===== src/include/rv_core_cfg.svh =====
`ifndef RV_CORE_CFG_SVH
`define RV_CORE_CFG_SVH

// data word width, rv32
`define RV_XLEN 32

// register index width
`define RV_REG_AW 5

// architectural register count, x0 included
`define RV_NUM_REGS 32

// fetch address right after reset
`define RV_RESET_PC 32'h8000_0000

`endif


===== src/source/rv_ctrl_pkg.sv =====
`default_nettype none

`include "rv_core_cfg.svh"

package rv_ctrl_pkg;

  // adder operand a source
  typedef enum logic [1:0] {
    REG  = 2'd0,
    PC   = 2'd1,
    ZERO = 2'd2
  } op_a_sel_e;

  // register write-back source
  // sum is the adder result, link is pc + 4
  typedef enum logic {
    SUM  = 1'b0,
    LINK = 1'b1
  } wb_sel_e;

  // next pc source
  typedef enum logic {
    SEQ    = 1'b0,
    TARGET = 1'b1
  } pc_sel_e;

  // jump targets drop bit 0 (jalr rule, harmless for jal)
  localparam logic [`RV_XLEN-1:0] TARGET_MASK = ~`RV_XLEN'(1);

endpackage

`default_nettype wire


===== src/source/rv_isa_pkg.sv =====
`default_nettype none

`include "rv_core_cfg.svh"

package rv_isa_pkg;

  // one data word
  typedef logic [`RV_XLEN-1:0] word_t;

  // register index
  typedef logic [`RV_REG_AW-1:0] reg_addr_t;

  // major opcodes kept by this core
  // anything else decodes as a no-op
  typedef enum logic [6:0] {
    OP_IMM = 7'b001_0011,
    LUI    = 7'b011_0111,
    AUIPC  = 7'b001_0111,
    JAL    = 7'b110_1111,
    JALR   = 7'b110_0111,
    SYSTEM = 7'b111_0011
  } opcode_e;

  // i-type layout, op-imm / jalr / system
  typedef struct packed {
    logic [11:0] imm;
    reg_addr_t   rs1;
    logic [2:0]  funct3;
    reg_addr_t   rd;
    logic [6:0]  opcode;
  } i_fmt_t;

  // u-type layout, lui / auipc
  // jal reuses the same 20 upper bits, scrambled
  typedef struct packed {
    logic [19:0] imm;
    reg_addr_t   rd;
    opcode_e     opcode;
  } u_fmt_t;

  // same instruction word, two decodings
  typedef union packed {
    i_fmt_t i;
    u_fmt_t u;
  } inst_u;

endpackage

`default_nettype wire


===== src/source/rv_commit.sv =====
`default_nettype none
`timescale 1ns/1ps

`include "rv_core_cfg.svh"

module rv_commit (
  input  wire logic                 clk,
  input  wire logic                 rst_n,
  input  wire rv_isa_pkg::word_t    next_pc,
  input  wire rv_isa_pkg::word_t    sum,
  input  wire rv_isa_pkg::word_t    link,
  input  wire rv_ctrl_pkg::wb_sel_e wb_sel,
  input  wire logic                 rf_wen,
  input  wire logic                 halt_req,
  output rv_isa_pkg::word_t         pc,
  output logic                      halt,
  output rv_isa_pkg::word_t         rd_wdata,
  output logic                      rd_wen
);

  // pc and halt state
  always_ff @(posedge clk) begin
    if (!rst_n) begin
      pc   <= `RV_RESET_PC;
      halt <= 1'b0;
    end else if (!halt) begin
      if (halt_req) begin
        // ebreak holds the pc on its own address
        halt <= 1'b1;
      end else begin
        pc <= next_pc;
      end
    end
  end

  // write-back value
  // link for jal / jalr, adder result otherwise
  assign rd_wdata = (wb_sel == rv_ctrl_pkg::LINK) ? link : sum;

  // no writes in reset or once halted
  assign rd_wen = rf_wen && !halt && rst_n;

endmodule

`default_nettype wire


===== src/source/rv_core.sv =====
`default_nettype none
`timescale 1ns/1ps

module rv_core (
  input  wire logic              clk,
  input  wire logic              rst_n,
  input  wire rv_isa_pkg::inst_u inst,
  output rv_isa_pkg::word_t      pc,
  output logic                   halt
);

  // decode outputs
  rv_ctrl_pkg::op_a_sel_e op_a_sel;
  rv_isa_pkg::word_t      imm;
  rv_ctrl_pkg::wb_sel_e   wb_sel;
  rv_ctrl_pkg::pc_sel_e   pc_sel;
  logic                   rf_wen;
  rv_isa_pkg::reg_addr_t  rs1_addr;
  rv_isa_pkg::reg_addr_t  rd_addr;
  logic                   halt_req;

  // register file read
  rv_isa_pkg::word_t      rs1_data;

  // execute results
  rv_isa_pkg::word_t      sum;
  rv_isa_pkg::word_t      link;
  rv_isa_pkg::word_t      next_pc;

  // gated write-back
  rv_isa_pkg::word_t      rd_wdata;
  logic                   rd_wen;

  rv_decoder u_decoder (
    .inst     (inst),
    .op_a_sel (op_a_sel),
    .imm      (imm),
    .wb_sel   (wb_sel),
    .pc_sel   (pc_sel),
    .rf_wen   (rf_wen),
    .rs1_addr (rs1_addr),
    .rd_addr  (rd_addr),
    .halt_req (halt_req)
  );

  rv_regfile u_regfile (
    .clk      (clk),
    .rs1_addr (rs1_addr),
    .rd_addr  (rd_addr),
    .rd_wdata (rd_wdata),
    .rd_wen   (rd_wen),
    .rs1_data (rs1_data)
  );

  rv_execute u_execute (
    .op_a_sel (op_a_sel),
    .imm      (imm),
    .rs1_data (rs1_data),
    .pc       (pc),
    .pc_sel   (pc_sel),
    .sum      (sum),
    .link     (link),
    .next_pc  (next_pc)
  );

  // owns pc and halt, closes the loop back to the regfile
  rv_commit u_commit (
    .clk      (clk),
    .rst_n    (rst_n),
    .next_pc  (next_pc),
    .sum      (sum),
    .link     (link),
    .wb_sel   (wb_sel),
    .rf_wen   (rf_wen),
    .halt_req (halt_req),
    .pc       (pc),
    .halt     (halt),
    .rd_wdata (rd_wdata),
    .rd_wen   (rd_wen)
  );

endmodule

`default_nettype wire


===== src/source/rv_decoder.sv =====
`default_nettype none
`timescale 1ns/1ps

`include "rv_core_cfg.svh"

module rv_decoder (
  input  wire rv_isa_pkg::inst_u      inst,
  output rv_ctrl_pkg::op_a_sel_e      op_a_sel,
  output rv_isa_pkg::word_t           imm,
  output rv_ctrl_pkg::wb_sel_e        wb_sel,
  output rv_ctrl_pkg::pc_sel_e        pc_sel,
  output logic                        rf_wen,
  output rv_isa_pkg::reg_addr_t       rs1_addr,
  output rv_isa_pkg::reg_addr_t       rd_addr,
  output logic                        halt_req
);

  rv_isa_pkg::word_t imm_i;
  rv_isa_pkg::word_t imm_u;
  rv_isa_pkg::word_t imm_j;

  // register fields sit at the same bits in both views
  assign rs1_addr = inst.i.rs1;
  assign rd_addr  = inst.i.rd;

  // i immediate, sign extended from bit 11
  assign imm_i = {{(`RV_XLEN-12){inst.i.imm[11]}}, inst.i.imm};

  // u immediate lands in the upper 20 bits
  assign imm_u = {inst.u.imm, 12'h000};

  // j immediate unscrambled from the u field
  // u.imm[19] = inst[31], u.imm[18:9] = inst[30:21]
  // u.imm[8] = inst[20], u.imm[7:0] = inst[19:12]
  assign imm_j = {
    {(`RV_XLEN-21){inst.u.imm[19]}},
    inst.u.imm[19],
    inst.u.imm[7:0],
    inst.u.imm[8],
    inst.u.imm[18:9],
    1'b0
  };

  always_comb begin
    // defaults describe a no-op, pc + 4 and no write
    op_a_sel = rv_ctrl_pkg::ZERO;
    imm      = '0;
    wb_sel   = rv_ctrl_pkg::SUM;
    pc_sel   = rv_ctrl_pkg::SEQ;
    rf_wen   = 1'b0;
    halt_req = 1'b0;

    case (inst.u.opcode)
      // funct3 ignored, everything here is addi
      rv_isa_pkg::OP_IMM: begin
        op_a_sel = rv_ctrl_pkg::REG;
        imm      = imm_i;
        rf_wen   = 1'b1;
      end
      // zero + imm, so the immediate alone
      rv_isa_pkg::LUI: begin
        op_a_sel = rv_ctrl_pkg::ZERO;
        imm      = imm_u;
        rf_wen   = 1'b1;
      end
      rv_isa_pkg::AUIPC: begin
        op_a_sel = rv_ctrl_pkg::PC;
        imm      = imm_u;
        rf_wen   = 1'b1;
      end
      // pc-relative jump, rd gets the link
      rv_isa_pkg::JAL: begin
        op_a_sel = rv_ctrl_pkg::PC;
        imm      = imm_j;
        wb_sel   = rv_ctrl_pkg::LINK;
        pc_sel   = rv_ctrl_pkg::TARGET;
        rf_wen   = 1'b1;
      end
      // register-relative jump, rd gets the link
      rv_isa_pkg::JALR: begin
        op_a_sel = rv_ctrl_pkg::REG;
        imm      = imm_i;
        wb_sel   = rv_ctrl_pkg::LINK;
        pc_sel   = rv_ctrl_pkg::TARGET;
        rf_wen   = 1'b1;
      end
      // only ebreak (imm 1) does anything, ecall falls through as a no-op
      rv_isa_pkg::SYSTEM: begin
        halt_req = (inst.i.imm == 12'd1);
      end
      default: begin
      end
    endcase
  end

endmodule

`default_nettype wire


===== src/source/rv_execute.sv =====
`default_nettype none
`timescale 1ns/1ps

`include "rv_core_cfg.svh"

module rv_execute (
  input  wire rv_ctrl_pkg::op_a_sel_e op_a_sel,
  input  wire rv_isa_pkg::word_t      imm,
  input  wire rv_isa_pkg::word_t      rs1_data,
  input  wire rv_isa_pkg::word_t      pc,
  input  wire rv_ctrl_pkg::pc_sel_e   pc_sel,
  output rv_isa_pkg::word_t           sum,
  output rv_isa_pkg::word_t           link,
  output rv_isa_pkg::word_t           next_pc
);

  rv_isa_pkg::word_t op_a;

  // operand a mux
  always_comb begin
    case (op_a_sel)
      rv_ctrl_pkg::REG: begin
        op_a = rs1_data;
      end
      rv_ctrl_pkg::PC: begin
        op_a = pc;
      end
      default: begin
        op_a = '0;
      end
    endcase
  end

  // single adder shared by every instruction
  assign sum = op_a + imm;

  // sequential pc, also the jump link value
  assign link = pc + `RV_XLEN'(4);

  // jumps take the adder result with bit 0 cleared
  assign next_pc = (pc_sel == rv_ctrl_pkg::TARGET) ?
                   (sum & rv_ctrl_pkg::TARGET_MASK) : link;

endmodule

`default_nettype wire


===== src/source/rv_regfile.sv =====
`default_nettype none
`timescale 1ns/1ps

`include "rv_core_cfg.svh"

module rv_regfile (
  input  wire logic                  clk,
  input  wire rv_isa_pkg::reg_addr_t rs1_addr,
  input  wire rv_isa_pkg::reg_addr_t rd_addr,
  input  wire rv_isa_pkg::word_t     rd_wdata,
  input  wire logic                  rd_wen,
  output rv_isa_pkg::word_t          rs1_data
);

  // x0 slot exists but is never written
  rv_isa_pkg::word_t regs [0:`RV_NUM_REGS-1];

  // write at the edge, x0 writes dropped
  always_ff @(posedge clk) begin
    if (rd_wen && (rd_addr != `RV_REG_AW'(0))) begin
      regs[rd_addr] <= rd_wdata;
    end
  end

  // async read, x0 forced to zero
  assign rs1_data = (rs1_addr == `RV_REG_AW'(0)) ? '0 : regs[rs1_addr];

endmodule

`default_nettype wire


===== config.mk =====
export PLATFORM = sky130hd
export DESIGN_NAME = rv_core
export DESIGN_NICKNAME = d
export VERILOG_FILES = /design/src/source/rv_ctrl_pkg.sv /design/src/source/rv_isa_pkg.sv /design/src/source/rv_commit.sv /design/src/source/rv_core.sv /design/src/source/rv_decoder.sv /design/src/source/rv_execute.sv /design/src/source/rv_regfile.sv
export VERILOG_INCLUDE_DIRS = /design/src /design/src/include
export SDC_FILE = /design/constraint.sdc
export NUM_CORES = 1
export LEC_CHECK = 0
export BUFFER_PORTS_ARGS = -buffer_cell sky130_fd_sc_hd__buf_4
export CORE_UTILIZATION = 45
export DETAILED_ROUTE_END_ITERATION = 16
export RECOVER_POWER = 100
export SYNTH_ARGS = -nofsm -noshare
export SYNTH_HDL_FRONTEND = slang
export SYNTH_SLANG_ARGS = --single-unit

===== constraint.sdc =====
create_clock -name clk -period 19 [get_ports clk]
set_clock_uncertainty 0.2 [all_clocks]
set_input_delay 1.9 -clock clk [delete_from_list [all_inputs] [get_ports clk]]
set_output_delay 1.9 -clock clk [all_outputs]
set_load 0.03 [all_outputs]

After elaboration in Yosys (flattened, before gate mapping)
Memories as Yosys holds them, arrays and structs flattened.
Cells that the tools add are included.

storage, ports and cells
  register bits = 33
  memory bits (writable) = 1024
  logic and storage cells = 41
  memories kept = 1

cells by class
  add/subtract/negate cells = 2
  equality and inequality tests = 8
  muxes and demuxes = 13
  bitwise gates (word level) = 2
  reduce and logical (&&, ||, !) cells = 13

memory list
  name            words  bits a word  rd ports  clocked after Yosys merged registers in  write ports  line              RTL
  u_regfile.regs  32     32           1         0                                        1            rv_regfile.sv:16  rv_isa_pkg::word_t regs [0:`RV_NUM_REGS-1];

operators with widths
  operator                 count
  $mux W32                 3
  $pmux W32 S3             1
  $pmux W32 S2             1
  $add A32 B3 Y32 const B  1
  $add A32 B32 Y32         1
  $eq A7 B7 Y1 const B     3
  $eq A7 B5 Y1 const B     2
  $eq A12 B1 Y1 const B    1
  $reduce_or A2 Y1         4
  $eq A7 B6 Y1 const B     1
  $mux W1                  7
  $logic_not A5 Y1         1
  $reduce_bool A5 Y1       1
  $reduce_or A5 Y1         1
  $pmux W2 S2              1
  $logic_and A1 B1 Y1      3
  $eq A2 B1 Y1 const B     1
  $logic_not A2 Y1         1
  $not A1 Y1               2
  $reduce_and A2 Y1        1
  $logic_not A1 Y1         1

Depth between registers and ports, before layout
Gate-level depths: netlist of run 1.

  word-level depth = 8
  depth in mapped cells = 23

By module
A second synthesis of run 1 with hierarchy kept.

second synthesis, totals
  cell total of the unflattened synthesis = 2637
  area total of the unflattened synthesis = 45210.9 µm²

modules (own cells, without submodules)
  module      instances  cells an instance  area an instance (µm²)
  rv_regfile  1          1903               39709.3
  rv_execute  1          479                3290.7
  rv_commit   1          186                1690.4
  rv_decoder  1          69                 520.5

Least setup slack after synthesis of run 1
Ideal clock, no wire load.

  kind = input port to flip-flop
  start point = input port inst[15] (netlist bit)
  end point = memory u_regfile.regs[0][26] (netlist bit) (data pin)
  data arrival time = 7372 ps
  slack = 10974 ps
  stages = 19
  buffers on the path = 6
  cells stage by stage = buf_2 > buf_4 > buf_2 > buf_2 > buf_2 > mux4_2 > a221oi_1 > a21oi_1 > a22o_1 > ha_1 > buf_2 > and3_1 > or4b_1 > a211o_1 > a31oi_2 > o221ai_2 > and2_1 > xor2_1 > o21ai_0

on the way
  longest elaborated chain between the ends = 5
  elaborated cells on any way between the ends = 7

ends and longest elaborated chain
  element                                              line              RTL
  start: declaration                                   rv_core.sv:7      input wire rv_isa_pkg::inst_u inst,
  $mem_v2 Z32 W32 or $logic_not A5 Y1 (tied branches)  n/a
  $mux W32                                             rv_regfile.sv:26  assign rs1_data = (rs1_addr == `RV_REG_AW'(0)) ? '0 : regs[rs1_addr];
  $pmux W32 S2                                         rv_execute.sv:21  case (op_a_sel)
  $add A32 B32 Y32 (*)                                 rv_execute.sv:35  assign sum = op_a + imm;
  $mux W32 (*)                                         rv_commit.sv:38   assign rd_wdata = (wb_sel == rv_ctrl_pkg::LINK) ? link : sum;
  net rd_wdata[26]                                     rv_core.sv:31     rv_isa_pkg::word_t rd_wdata;
  end: declaration                                     rv_regfile.sv:16

Mark *: on every way through the listed nets, which the timed path passes. The rest lies on a longest branch.

Final worst setup path of run 1
  start point = input port inst[15] (netlist bit)
  end point = memory u_regfile.regs[9][24] (netlist bit) (data pin)

Same word-level chain as after synthesis.

==> run_results.csv, run 1 <==
group,metric,value,unit
routing,ant_nets,0,
global_route,grt_usage,25.1,%
placement,dp_hpwl,69200,um
logic_synthesis,async_flop_share,0,%
routing,drc,0,
logic_synthesis,yosysWarningCount,0,
finish,area_growth,11.9,%
routing,via_count,24351,
clocking,cts_sinks,1056,
logic_synthesis,synthFlopType,"edfxtp_1",
clocking,ctsHtreeMaxLevel,3,
power_and_ir_drop,peakVddDrop,0.0000710,V
placement,place_ws,9.45,ns
floorplanning,die_area,0.0990,sq mm
timing,finalSetupViolCount,0,
timing,fmax,78.8,MHz
status,violations,"max-capacitance violations, max-slew violations",
clocking,ctsResizeCount,0,
clocking,cts_buffer_depth,3,
finish,drive_above_1_share,18.9,%
timing,fin_hold_ws,0.364,ns
timing,relSlewSlack,-176,%
global_route,grt_max_degree,97,
routing,wl_per_cell,31.9,um
timing,hold_violations,0,
logic_synthesis,synth-edff-count,1024,
floorplanning,start_util,45.5,%
placement,numPortBuffers,65,
clocking,post_cts_buffers,0,
logic_synthesis,synth_seq_cells,1056,
worst_setup_path,crit_type,"primary input to flip-flop",
worst_setup_path,crit_required,18.76,ns
routing,vias_per_cell,6.25,
worst_setup_path,endpoint_kind,"flip-flop",
timing,drv_slew,1934,
clocking,worstSkewPairLatency,0.69,ns
global_route,grt_pass1_wl,176000,um
floorplanning,die_w,315,um
floorplanning,rows,114,
power_and_ir_drop,power_density,97.9,mW/mm^2
clocking,cts_inserted_buffers,105,
placement,place_congestion,0.917,
worst_setup_path,critPathArrivalTime,12.44,ns
routing,initialDrtViolationCount,2737,
clocking,cts_tree,"yes",
status,status,"finished with violations",
timing,fin_ws,6.32,ns
logic_synthesis,seq_area_frac_synth,71.4,%
floorplanning,core,0.0967,sq mm
logic_synthesis,netlist_instances,2416,
global_route,antenna_found_initial,3,
min_path,hold_path_class,"flip-flop to flip-flop",
finish,final_nets,2598,
clocking,cts_hold_buf,0,
timing,final.min_clock_period,12.68,ns
worst_setup_path,crit_fanout,94,
logic_synthesis,yosysUniqueCellTypes,72,
global_route,grt_pass1_vias,23987,
clocking,clk_pin_slew,0.06,ns
timing,tns,0,ns
logic_synthesis,synth.avg_cell_area,18.2,sq um
routing,drt-pass1-iter-count,5,
clocking,root_buffer,"clkbuf_16",
timing,tightest_slew,4.15,ns
power_and_ir_drop,p_leak,16.3,nW
worst_setup_path,start_kind,"primary input",
logic_synthesis,syn_area,0.0440,sq mm
timing,rsz0062_at_grt,"no",
floorplanning,io_pins,67,
timing,period_share,66.8,%
floorplanning,die_h,315,um
global_route,grt_overflow,0,
routing,routed_wl,124000,um
run,maxCapViolCount,81,
[metal layers]
| metal | GRT usage, % | share of wire (%) | vias to the layer above |
|---|---|---|---|
| met4 | 6.98 | 2.8 | 2 |
| met1 | 34.7 | 41 | 12967 |
| met2 | 41.2 | 49 | 1068 |
| li1 | - | - | 10087 |
| met5 | 0 | 0.0089 | - |
| met3 | 4.16 | 7.8 | 227 |
[flip-flops by register name (all words and copies together) (netlist names)]
| register | count |
|---|---|
| u_commit.halt | 1 |
| u_commit.pc | 31 |
| u_regfile.regs | 1024 |
[final timing paths]
kind | to | cells past startpoint | slack, ns | startpoint
max | u_regfile.regs[9][24] | 16 | 6.32 | inst[15]
min | u_commit.pc[20] | 2 | 0.36 | u_commit.pc[20]
max reg2reg | u_regfile.regs[14][27] | 15 | 10.98 | u_regfile.regs[14][10]
min reg2reg | u_commit.pc[20] | 2 | 0.36 | u_commit.pc[20]
[area by class of cell]
class | count | area, sq um
tap | 1276 | 1600
fill | 7788 | 47500
inverter | 12 | 45.0
antenna | 3 | 7.51
sequential | 1056 | 31400
multi-input combinational | 1227 | 12100
timing repair buffer | 129 | 703
clock inverter | 65 | 637
clock buffer | 128 | 2790
[where the power goes]
group	switching [W]	internal (W)	leakage (nW)
Clock	0.000870	0.00120	1.68
Combinational	0.000123	0.0000821	4.72
Sequential	0.00000263	0.00254	9.92
[worst max-delay path, cell delays in order]
cell and delay [ns]:
buf_8 0.53, clkbuf_1 2.96, buf_12 0.48, mux4_2 0.61, mux4_2 0.46, mux2i_1 0.37, o21ai_0 0.16, ha_1 0.41
nand4_1 0.15, or4b_1 0.50, a211o_1 0.29, a31oi_1 0.26, or3_1 0.15, a21oi_1 0.07, xor2_1 0.16, o21ai_0 2.60
[logic make-up (layout without fill, tap and decap cells)]
| logic type | after synthesis | count (layout) | synth area share, % |
|---|---|---|---|
| compound gates | 384 | 384 | 5.72 |
| fa+ha+maj | 33 | 33 | 0.956 |
| mux | 358 | 358 | 15.3 |
| other cells | 1 | 36 | 0.00853 |
| buf+inv | 165 | 334 | 1.61 |
| xor+xnor | 53 | 53 | 1.06 |
| flops | 1056 | 1056 | 71.4 |
| simple gates | 366 | 366 | 4.00 |
[synth_stat cells (all sizes together), types with 27 or more instances]
cell / count / area, sq um
mux2i: 85 / 851
a21oi: 83 / 415
edfxtp: 1024 / 30700
dfxtp: 32 / 641
o21ai: 101 / 505
ha: 32 / 400
nor2: 108 / 405
clkbuf: 82 / 312
mux4: 247 / 5560
nand2: 101 / 379
xnor2: 27 / 236
a21o: 31 / 233
buf: 71 / 349
[cell usage in the layout (no fill, tap or decap), types with 6 or more instances in the layout]
| cell | Yosys | layout |
|---|---|---|
| o21ai_0 | 88 | 92 |
| buf_4 | 9 | 48 |
| a31oi_1 | 5 | 7 |
| xnor2_1 | 27 | 27 |
| and2_1 | 21 | 17 |
| o221ai_1 | 20 | 21 |
| nor3_1 | 21 | 21 |
| nand3_1 | 23 | 22 |
| nor2b_1 | 11 | 10 |
| o211ai_1 | 17 | 17 |
| bufinv_16 | 0 | 12 |
| o21ai_1 | 13 | 6 |
| a22oi_1 | 6 | 6 |
| and3_1 | 13 | 13 |
| dfxtp_1 | 32 | 32 |
| nor2_1 | 108 | 103 |
| clkinv_1 | 0 | 23 |
| inv_1 | 12 | 12 |
| nand2_1 | 101 | 100 |
| a21oi_1 | 83 | 82 |
| o21a_1 | 7 | 7 |
| mux2_2 | 26 | 26 |
| xor2_1 | 26 | 26 |
| clkbuf_1 | 79 | 96 |
| a211oi_1 | 19 | 19 |
| a221oi_1 | 19 | 19 |
| nand2b_1 | 21 | 21 |
| nor4_1 | 7 | 7 |
| conb_1 | 1 | 33 |
| a22o_1 | 19 | 19 |
| mux4_2 | 247 | 247 |
| nand4_1 | 9 | 9 |
| mux2i_1 | 85 | 85 |
| clkbuf_16 | 0 | 107 |
| edfxtp_1 | 1024 | 1024 |
| o22ai_1 | 26 | 26 |
| a21o_1 | 31 | 31 |
| clkinv_2 | 0 | 21 |
| ha_1 | 32 | 32 |
[through the flow]
stage	util, %	total power, W	instance area [sq um]	std cells
2_1_floorplan	-	0.00272	44100	2448
3_5_place_dp	48.0	0.00280	46400	3700
5_1_grt	50.9	0.00494	49200	3895
6_report	50.9	0.00482	49200	3896
3_3_place_gp	48.0	0.00279	46400	3700
4_1_cts	51.5	0.00485	49800	3893
No activity file was read; power rests on OpenSTA's default activity.
==> run 2: changes to the inputs <==
==> constraint.sdc (replaced) <==
create_clock -name clk -period 13.1 [get_ports clk]
set_clock_uncertainty 0.2 [all_clocks]
set_input_delay 1.31 -clock clk [delete_from_list [all_inputs] [get_ports clk]]
set_output_delay 1.31 -clock clk [all_outputs]
set_load 0.03 [all_outputs]
==> run_results.csv, run 2 (synthesized netlist as in run 1, its figures left out) <==
group,metric,value,unit
timing,finalSetupViolCount,0,
placement,dp_hpwl,67900,um
floorplanning,rows,114,
clocking,cts_buffer_depth,3,
worst_setup_path,crit_start,"inst[15]",
finish,area_growth,12.3,%
worst_setup_path,crit_fanout,116,
timing,hold_violations,0,
routing,initialDrtViolationCount,2776,
floorplanning,die_area,0.0990,sq mm
floorplanning,die_h,315,um
clocking,post_cts_buffers,0,
power_and_ir_drop,p_int,0.00555,W
worst_setup_path,reg2reg_from,"u_regfile.regs[13][18]",
worst_setup_path,start_kind,"primary input",
global_route,grt_usage,24.9,%
power_and_ir_drop,peakVddDrop,0.000108,V
floorplanning,core,0.0967,sq mm
worst_setup_path,critPathArrivalTime,9.80,ns
routing,via_count,24098,
finish,largest_register_ffs,1024,
power_and_ir_drop,power_frac_seq,52.5,%
global_route,antenna_found_initial,5,
worst_setup_path,endpoint_kind,"flip-flop",
power_and_ir_drop,power_density,142,mW/mm^2
finish,multiInputGateArea,0.0121,sq mm
floorplanning,io_pins,67,
finish,top_regs,"u_regfile.regs (1024), u_commit.pc (31), u_commit.halt (1)",
timing,drv_slew,1442,
clocking,cts_sinks,1056,
global_route,grt_max_degree,150,
worst_setup_path,reg2reg_depth,17,
routing,ant_nets,0,
routing,wl_per_cell,31.5,um
power_and_ir_drop,swShare,21.0,%
worst_setup_path,crit_required,13.14,ns
run,maxCapViolCount,62,
timing,final.min_clock_period,9.76,ns
placement,place_congestion,0.908,
clocking,worstSkewPairLatency,0.70,ns
finish,layout_commonest_cell,"edfxtp_1",
clocking,cts_tree,"yes",
clocking,clk_pin_slew,0.06,ns
finish,regArea,0.0314,sq mm
timing,tns,0,ns
global_route,grt_overflow,0,
clocking,cts_inserted_buffers,106,
worst_setup_path,worstSetupEndpoint,"u_regfile.regs[4][28]",
timing,relSlewSlack,-159,%
timing,tightest_slew,3.88,ns
power_and_ir_drop,p_clk_share,43.3,%
placement,numPortBuffers,65,
worst_setup_path,r2r_end,"u_regfile.regs[4][28]",
power_and_ir_drop,p_switching,0.00147,W
power_and_ir_drop,p_leak,16.3,nW
timing,period_share,74.5,%
clocking,cts_hold_buf,0,
finish,nFillCells,7806,
routing,drc,0,
status,violations,"max-capacitance violations, max-slew violations",
power_and_ir_drop,power_frac_comb,4.2,%
min_path,hold_path_class,"flip-flop to flip-flop",
finish,most-common-layout-cells,"edfxtp_1 (1024), mux4_2 (247), clkbuf_1 (107)",
floorplanning,die_w,315,um
clocking,root_buffer,"clkbuf_16",
worst_setup_path,timing.reg2reg.setup_slack,6.37,ns
global_route,grt_pass1_wl,174000,um
routing,drt-pass1-iter-count,6,
finish,final_nets,2604,
status,status,"finished with violations",
finish,drive_above_1_share,19.5,%
routing,routed_wl,123000,um
global_route,grt_pass1_vias,24272,
timing,rsz0062_at_grt,"no",
floorplanning,start_util,45.5,%
clocking,ctsResizeCount,0,
power_and_ir_drop,finalPower,0.00702,W
finish,largest_register,"u_regfile.regs",
timing,fmax,102,MHz
clocking,ctsHtreeMaxLevel,3,
worst_setup_path,crit_type,"primary input to flip-flop",
routing,vias_per_cell,6.18,
[run 2: how the worst min path moves through the flow]
stage	start	cells past startpoint	to
final	u_commit.pc[20]	2	u_commit.pc[20]
after global routing	u_commit.pc[20]	2	u_commit.pc[20]
after CTS	u_commit.pc[20]	2	u_commit.pc[20]
after detailed placement	u_commit.pc[20]	2	u_commit.pc[20]
after global placement	u_commit.pc[20]	2	u_commit.pc[20]
after floorplan	u_commit.pc[6]	2	u_commit.pc[6]
[run 2: cell type report]
type | instances | area share (%)
inverters | 12 | 0.0912
well taps | 1276 | 3.23
clock buffers | 128 | 5.54
flip-flops and latches | 1056 | 63.6
diodes | 1 | 0.00507
clock inverters | 64 | 1.48
repair buffers | 134 | 1.50
multi-input cells | 1227 | 24.6
[run 2: metrics by stage]
stage          instances  setup slack, ns  hold WS, ns  cell area [sq um]  util [%]
3_5_place_dp        3704             4.87        0.341              46500      48.0
6_report            3898             3.34        0.353              49400      51.1
3_3_place_gp        3704             4.95        0.326              46500      48.0
4_1_cts             3896             5.59        0.350              49900      51.6
5_1_grt             3898             2.56        0.393              49400      51.1
2_1_floorplan       2448             5.66        0.423              44100         -
[run 2: power by group through the flow]
stage | Combinational, W | Clock, W | Sequential (W)
floorplan | 0.000194 | 0 | 0.00376
global placement | 0.000299 | 0 | 0.00375
detailed placement | 0.000303 | 0 | 0.00375
CTS | 0.000303 | 0.00308 | 0.00368
global route | 0.000315 | 0.00320 | 0.00368
finish | 0.000298 | 0.00304 | 0.00368
[run 2: critical path, stage by stage]
cell	delay (ns)
buf_8	0.28
buf_12	0.66
clkbuf_1	2.14
mux4_2	0.52
nand2b_1	0.11
o211ai_1	0.13
a211oi_1	0.43
ha_1	0.30
inv_1	0.08
fa_1	0.47
nor2b_1	0.17
o211ai_1	0.15
a211o_1	0.33
a31oi_1	0.26
o221ai_1	0.19
and2_0	0.22
o21ai_0	0.24
o21ai_0	0.13
o21ai_2	0.08
clkbuf_1	1.24
[run 2: per-layer routing]
layer / wire length (um) / up-vias / share of wire, % / track usage [%]
li1: - / 10098 / - / -
met1: 48400 / 12649 / 39 / 33.3
met2: 61200 / 1103 / 50 / 41.9
met3: 9370 / 244 / 7.6 / 3.72
met4: 3710 / 4 / 3.0 / 7.82
met5: 21 / - / 0.017 / 0
==> run 3: changes to the inputs <==
==> constraint.sdc (replaced) <==
create_clock -name clk -period 9.9 [get_ports clk]
set_clock_uncertainty 0.2 [all_clocks]
set_input_delay 0.99 -clock clk [delete_from_list [all_inputs] [get_ports clk]]
set_output_delay 0.99 -clock clk [all_outputs]
set_load 0.03 [all_outputs]
==> run_results.csv, run 3 (synthesized netlist as in run 1, its figures left out) <==
group,metric,value,unit
status,status,"finished with violations",
status,violations,"max-capacitance violations, max-slew violations",
clocking,clk_pin_slew,0.06,ns
floorplanning,die_h,315,um
timing,hold_violations,0,
power_and_ir_drop,p_leak,16.3,nW
timing,tightest_slew,3.98,ns
timing,drv_slew,1545,
worst_setup_path,cpMaxStageDelayCell,"o21ai_0",
power_and_ir_drop,power_frac_comb,4.3,%
routing,vias_per_cell,6.16,
global_route,grt_overflow,0,
routing,routed_wl,122000,um
power_and_ir_drop,p_clk_share,42.5,%
global_route,grt_max_degree,94,
finish,largest_register_ffs,1024,
clocking,cts_inserted_buffers,106,
routing,ant_nets,0,
timing,period_share,81.5,%
timing,rsz0062_at_grt,"no",
clocking,root_buffer,"clkbuf_16",
clocking,cts_tree,"yes",
finish,fin_util,50.9,%
placement,place_congestion,0.890,
finish,most-common-layout-cells,"edfxtp_1 (1024), mux4_2 (247), clkbuf_16 (108)",
timing,relSlewSlack,-166,%
global_route,antenna_found_initial,5,
worst_setup_path,crit_fanout,74,
finish,drive_above_1_share,19.5,%
timing,fin_ws,1.83,ns
placement,numPortBuffers,65,
global_route,grt_usage,24.8,%
run,maxCapViolCount,67,
timing,finalSetupViolCount,0,
finish,layout_commonest_cell,"edfxtp_1",
clocking,cts_hold_buf,0,
timing,fmax,124,MHz
min_path,whs_path_depth,2,
finish,final_nets,2604,
routing,wl_per_cell,31.2,um
timing,final.min_clock_period,8.07,ns
placement,placed_cell_area,0.0465,sq mm
min_path,hold_path_class,"flip-flop to flip-flop",
routing,drc,0,
floorplanning,core,0.0967,sq mm
worst_setup_path,max_stage_delay,2.36,ns
power_and_ir_drop,power_frac_seq,53.2,%
worst_setup_path,crit_required,9.73,ns
clocking,worstSkewPairLatency,0.70,ns
clocking,cts_buffer_depth,3,
clocking,post_cts_buffers,0,
floorplanning,die_area,0.0990,sq mm
finish,area_growth,12.0,%
floorplanning,start_util,45.5,%
worst_setup_path,critPathArrivalTime,7.90,ns
timing,tns,0,ns
worst_setup_path,endpoint_kind,"flip-flop",
power_and_ir_drop,peakVddDrop,0.000165,V
global_route,grt_pass1_vias,24113,
worst_setup_path,crit_type,"primary input to flip-flop",
finish,stdcell_area,0.0493,sq mm
placement,place_ws,2.08,ns
finish,nFillCells,7838,
clocking,cts_sinks,1056,
power_and_ir_drop,power_density,186,mW/mm^2
worst_setup_path,timing.reg2reg.setup_slack,2.87,ns
power_and_ir_drop,swShare,21.1,%
placement,dp_hpwl,69900,um
finish,largest_register,"u_regfile.regs",
routing,via_count,24062,
routing,drt-pass1-iter-count,7,
worst_setup_path,reg2reg_depth,13,
power_and_ir_drop,p_switching,0.00194,W
global_route,grt_pass1_wl,174000,um
clocking,ctsHtreeMaxLevel,3,
floorplanning,rows,114,
worst_setup_path,cp_cell_sequence,"buf_8, buf_4, mux4_2, mux2_2, a221oi_1, a211oi_1, ha_1, inv_1, fa_1, nor2b_1, o211ai_1, nand2_1, a21oi_1, xor2_1, o21ai_0",
clocking,ctsResizeCount,0,
routing,initialDrtViolationCount,2743,
floorplanning,die_w,315,um
floorplanning,io_pins,67,
power_and_ir_drop,p_int,0.00723,W
worst_setup_path,start_kind,"primary input",
finish,top_regs,"u_regfile.regs (1024), u_commit.pc (31), u_commit.halt (1)",
-- run 3: changes by cell type in the layout (fill, tap and decap cells not counted), sizes merged --
| cell | previous run | this run |
|---|---|---|
| clkinv | 43 | 54 |
| clkbuf | 213 | 204 |
| bufinv | 13 | 8 |
| buf | 49 | 53 |
| clkinvlp | 4 | 8 |
| diode | 1 | 2 |
-- run 3: final cells by class --
class	instances	area, sq um	share of cell area [%]
clock buffer	123	2760	5.60
clock inverter	74	611	1.24
multi-input combinational	1227	12100	24.6
timing repair buffer	134	754	1.53
antenna	2	5.00	0.0102
sequential	1056	31400	63.7
tap	1276	1600	3.24
inverter	12	45.0	0.0914
-- run 3: path summary, 6_finish.rpt --
check / start / to
worst min-delay path: u_commit.pc[20] / u_commit.pc[20]
worst max register to register: u_regfile.regs[31][20] / u_regfile.regs[31][23]
worst min register to register: u_commit.pc[20] / u_commit.pc[20]
worst max-delay path: inst[15] / u_regfile.regs[12][6]
-- run 3: worst max-delay path: cells and delay by family --
kind            cells  cell delay [ns]
fa+ha+maj           2             0.55
compound gates      5             3.47
mux                 2             0.88
xor+xnor            1             0.12
simple gates        2             0.17
buf+inv             3             1.48
-- run 3: metal layers --
metal	vias up	track usage, %	routed length, um
met4	2	8.15	3940
met5	-	0	13
li1	10118	-	-
met2	1008	40.8	60000
met1	12731	33.9	49200
met3	203	3.97	8800
-- run 3: per-stage QoR --
| step | instances | power, W | hold WS [ns] |
|---|---|---|---|
| after floorplan | 2448 | 0.00523 | 0.423 |
| after global placement | 3705 | 0.00537 | 0.322 |
| after detailed placement | 3705 | 0.00537 | 0.341 |
| after CTS | 3902 | 0.00923 | 0.350 |
| after global routing | 3904 | 0.00941 | 0.407 |
| final | 3904 | 0.00917 | 0.344 |
-- run 3: power groups by stage --
stage               logic [W]  clock network, W  registers, W
global route         0.000419           0.00412       0.00487
detailed placement   0.000404                 0       0.00497
CTS                  0.000405           0.00395       0.00487
finish               0.000396           0.00390       0.00488
global placement     0.000399                 0       0.00497
floorplan            0.000257                 0       0.00497
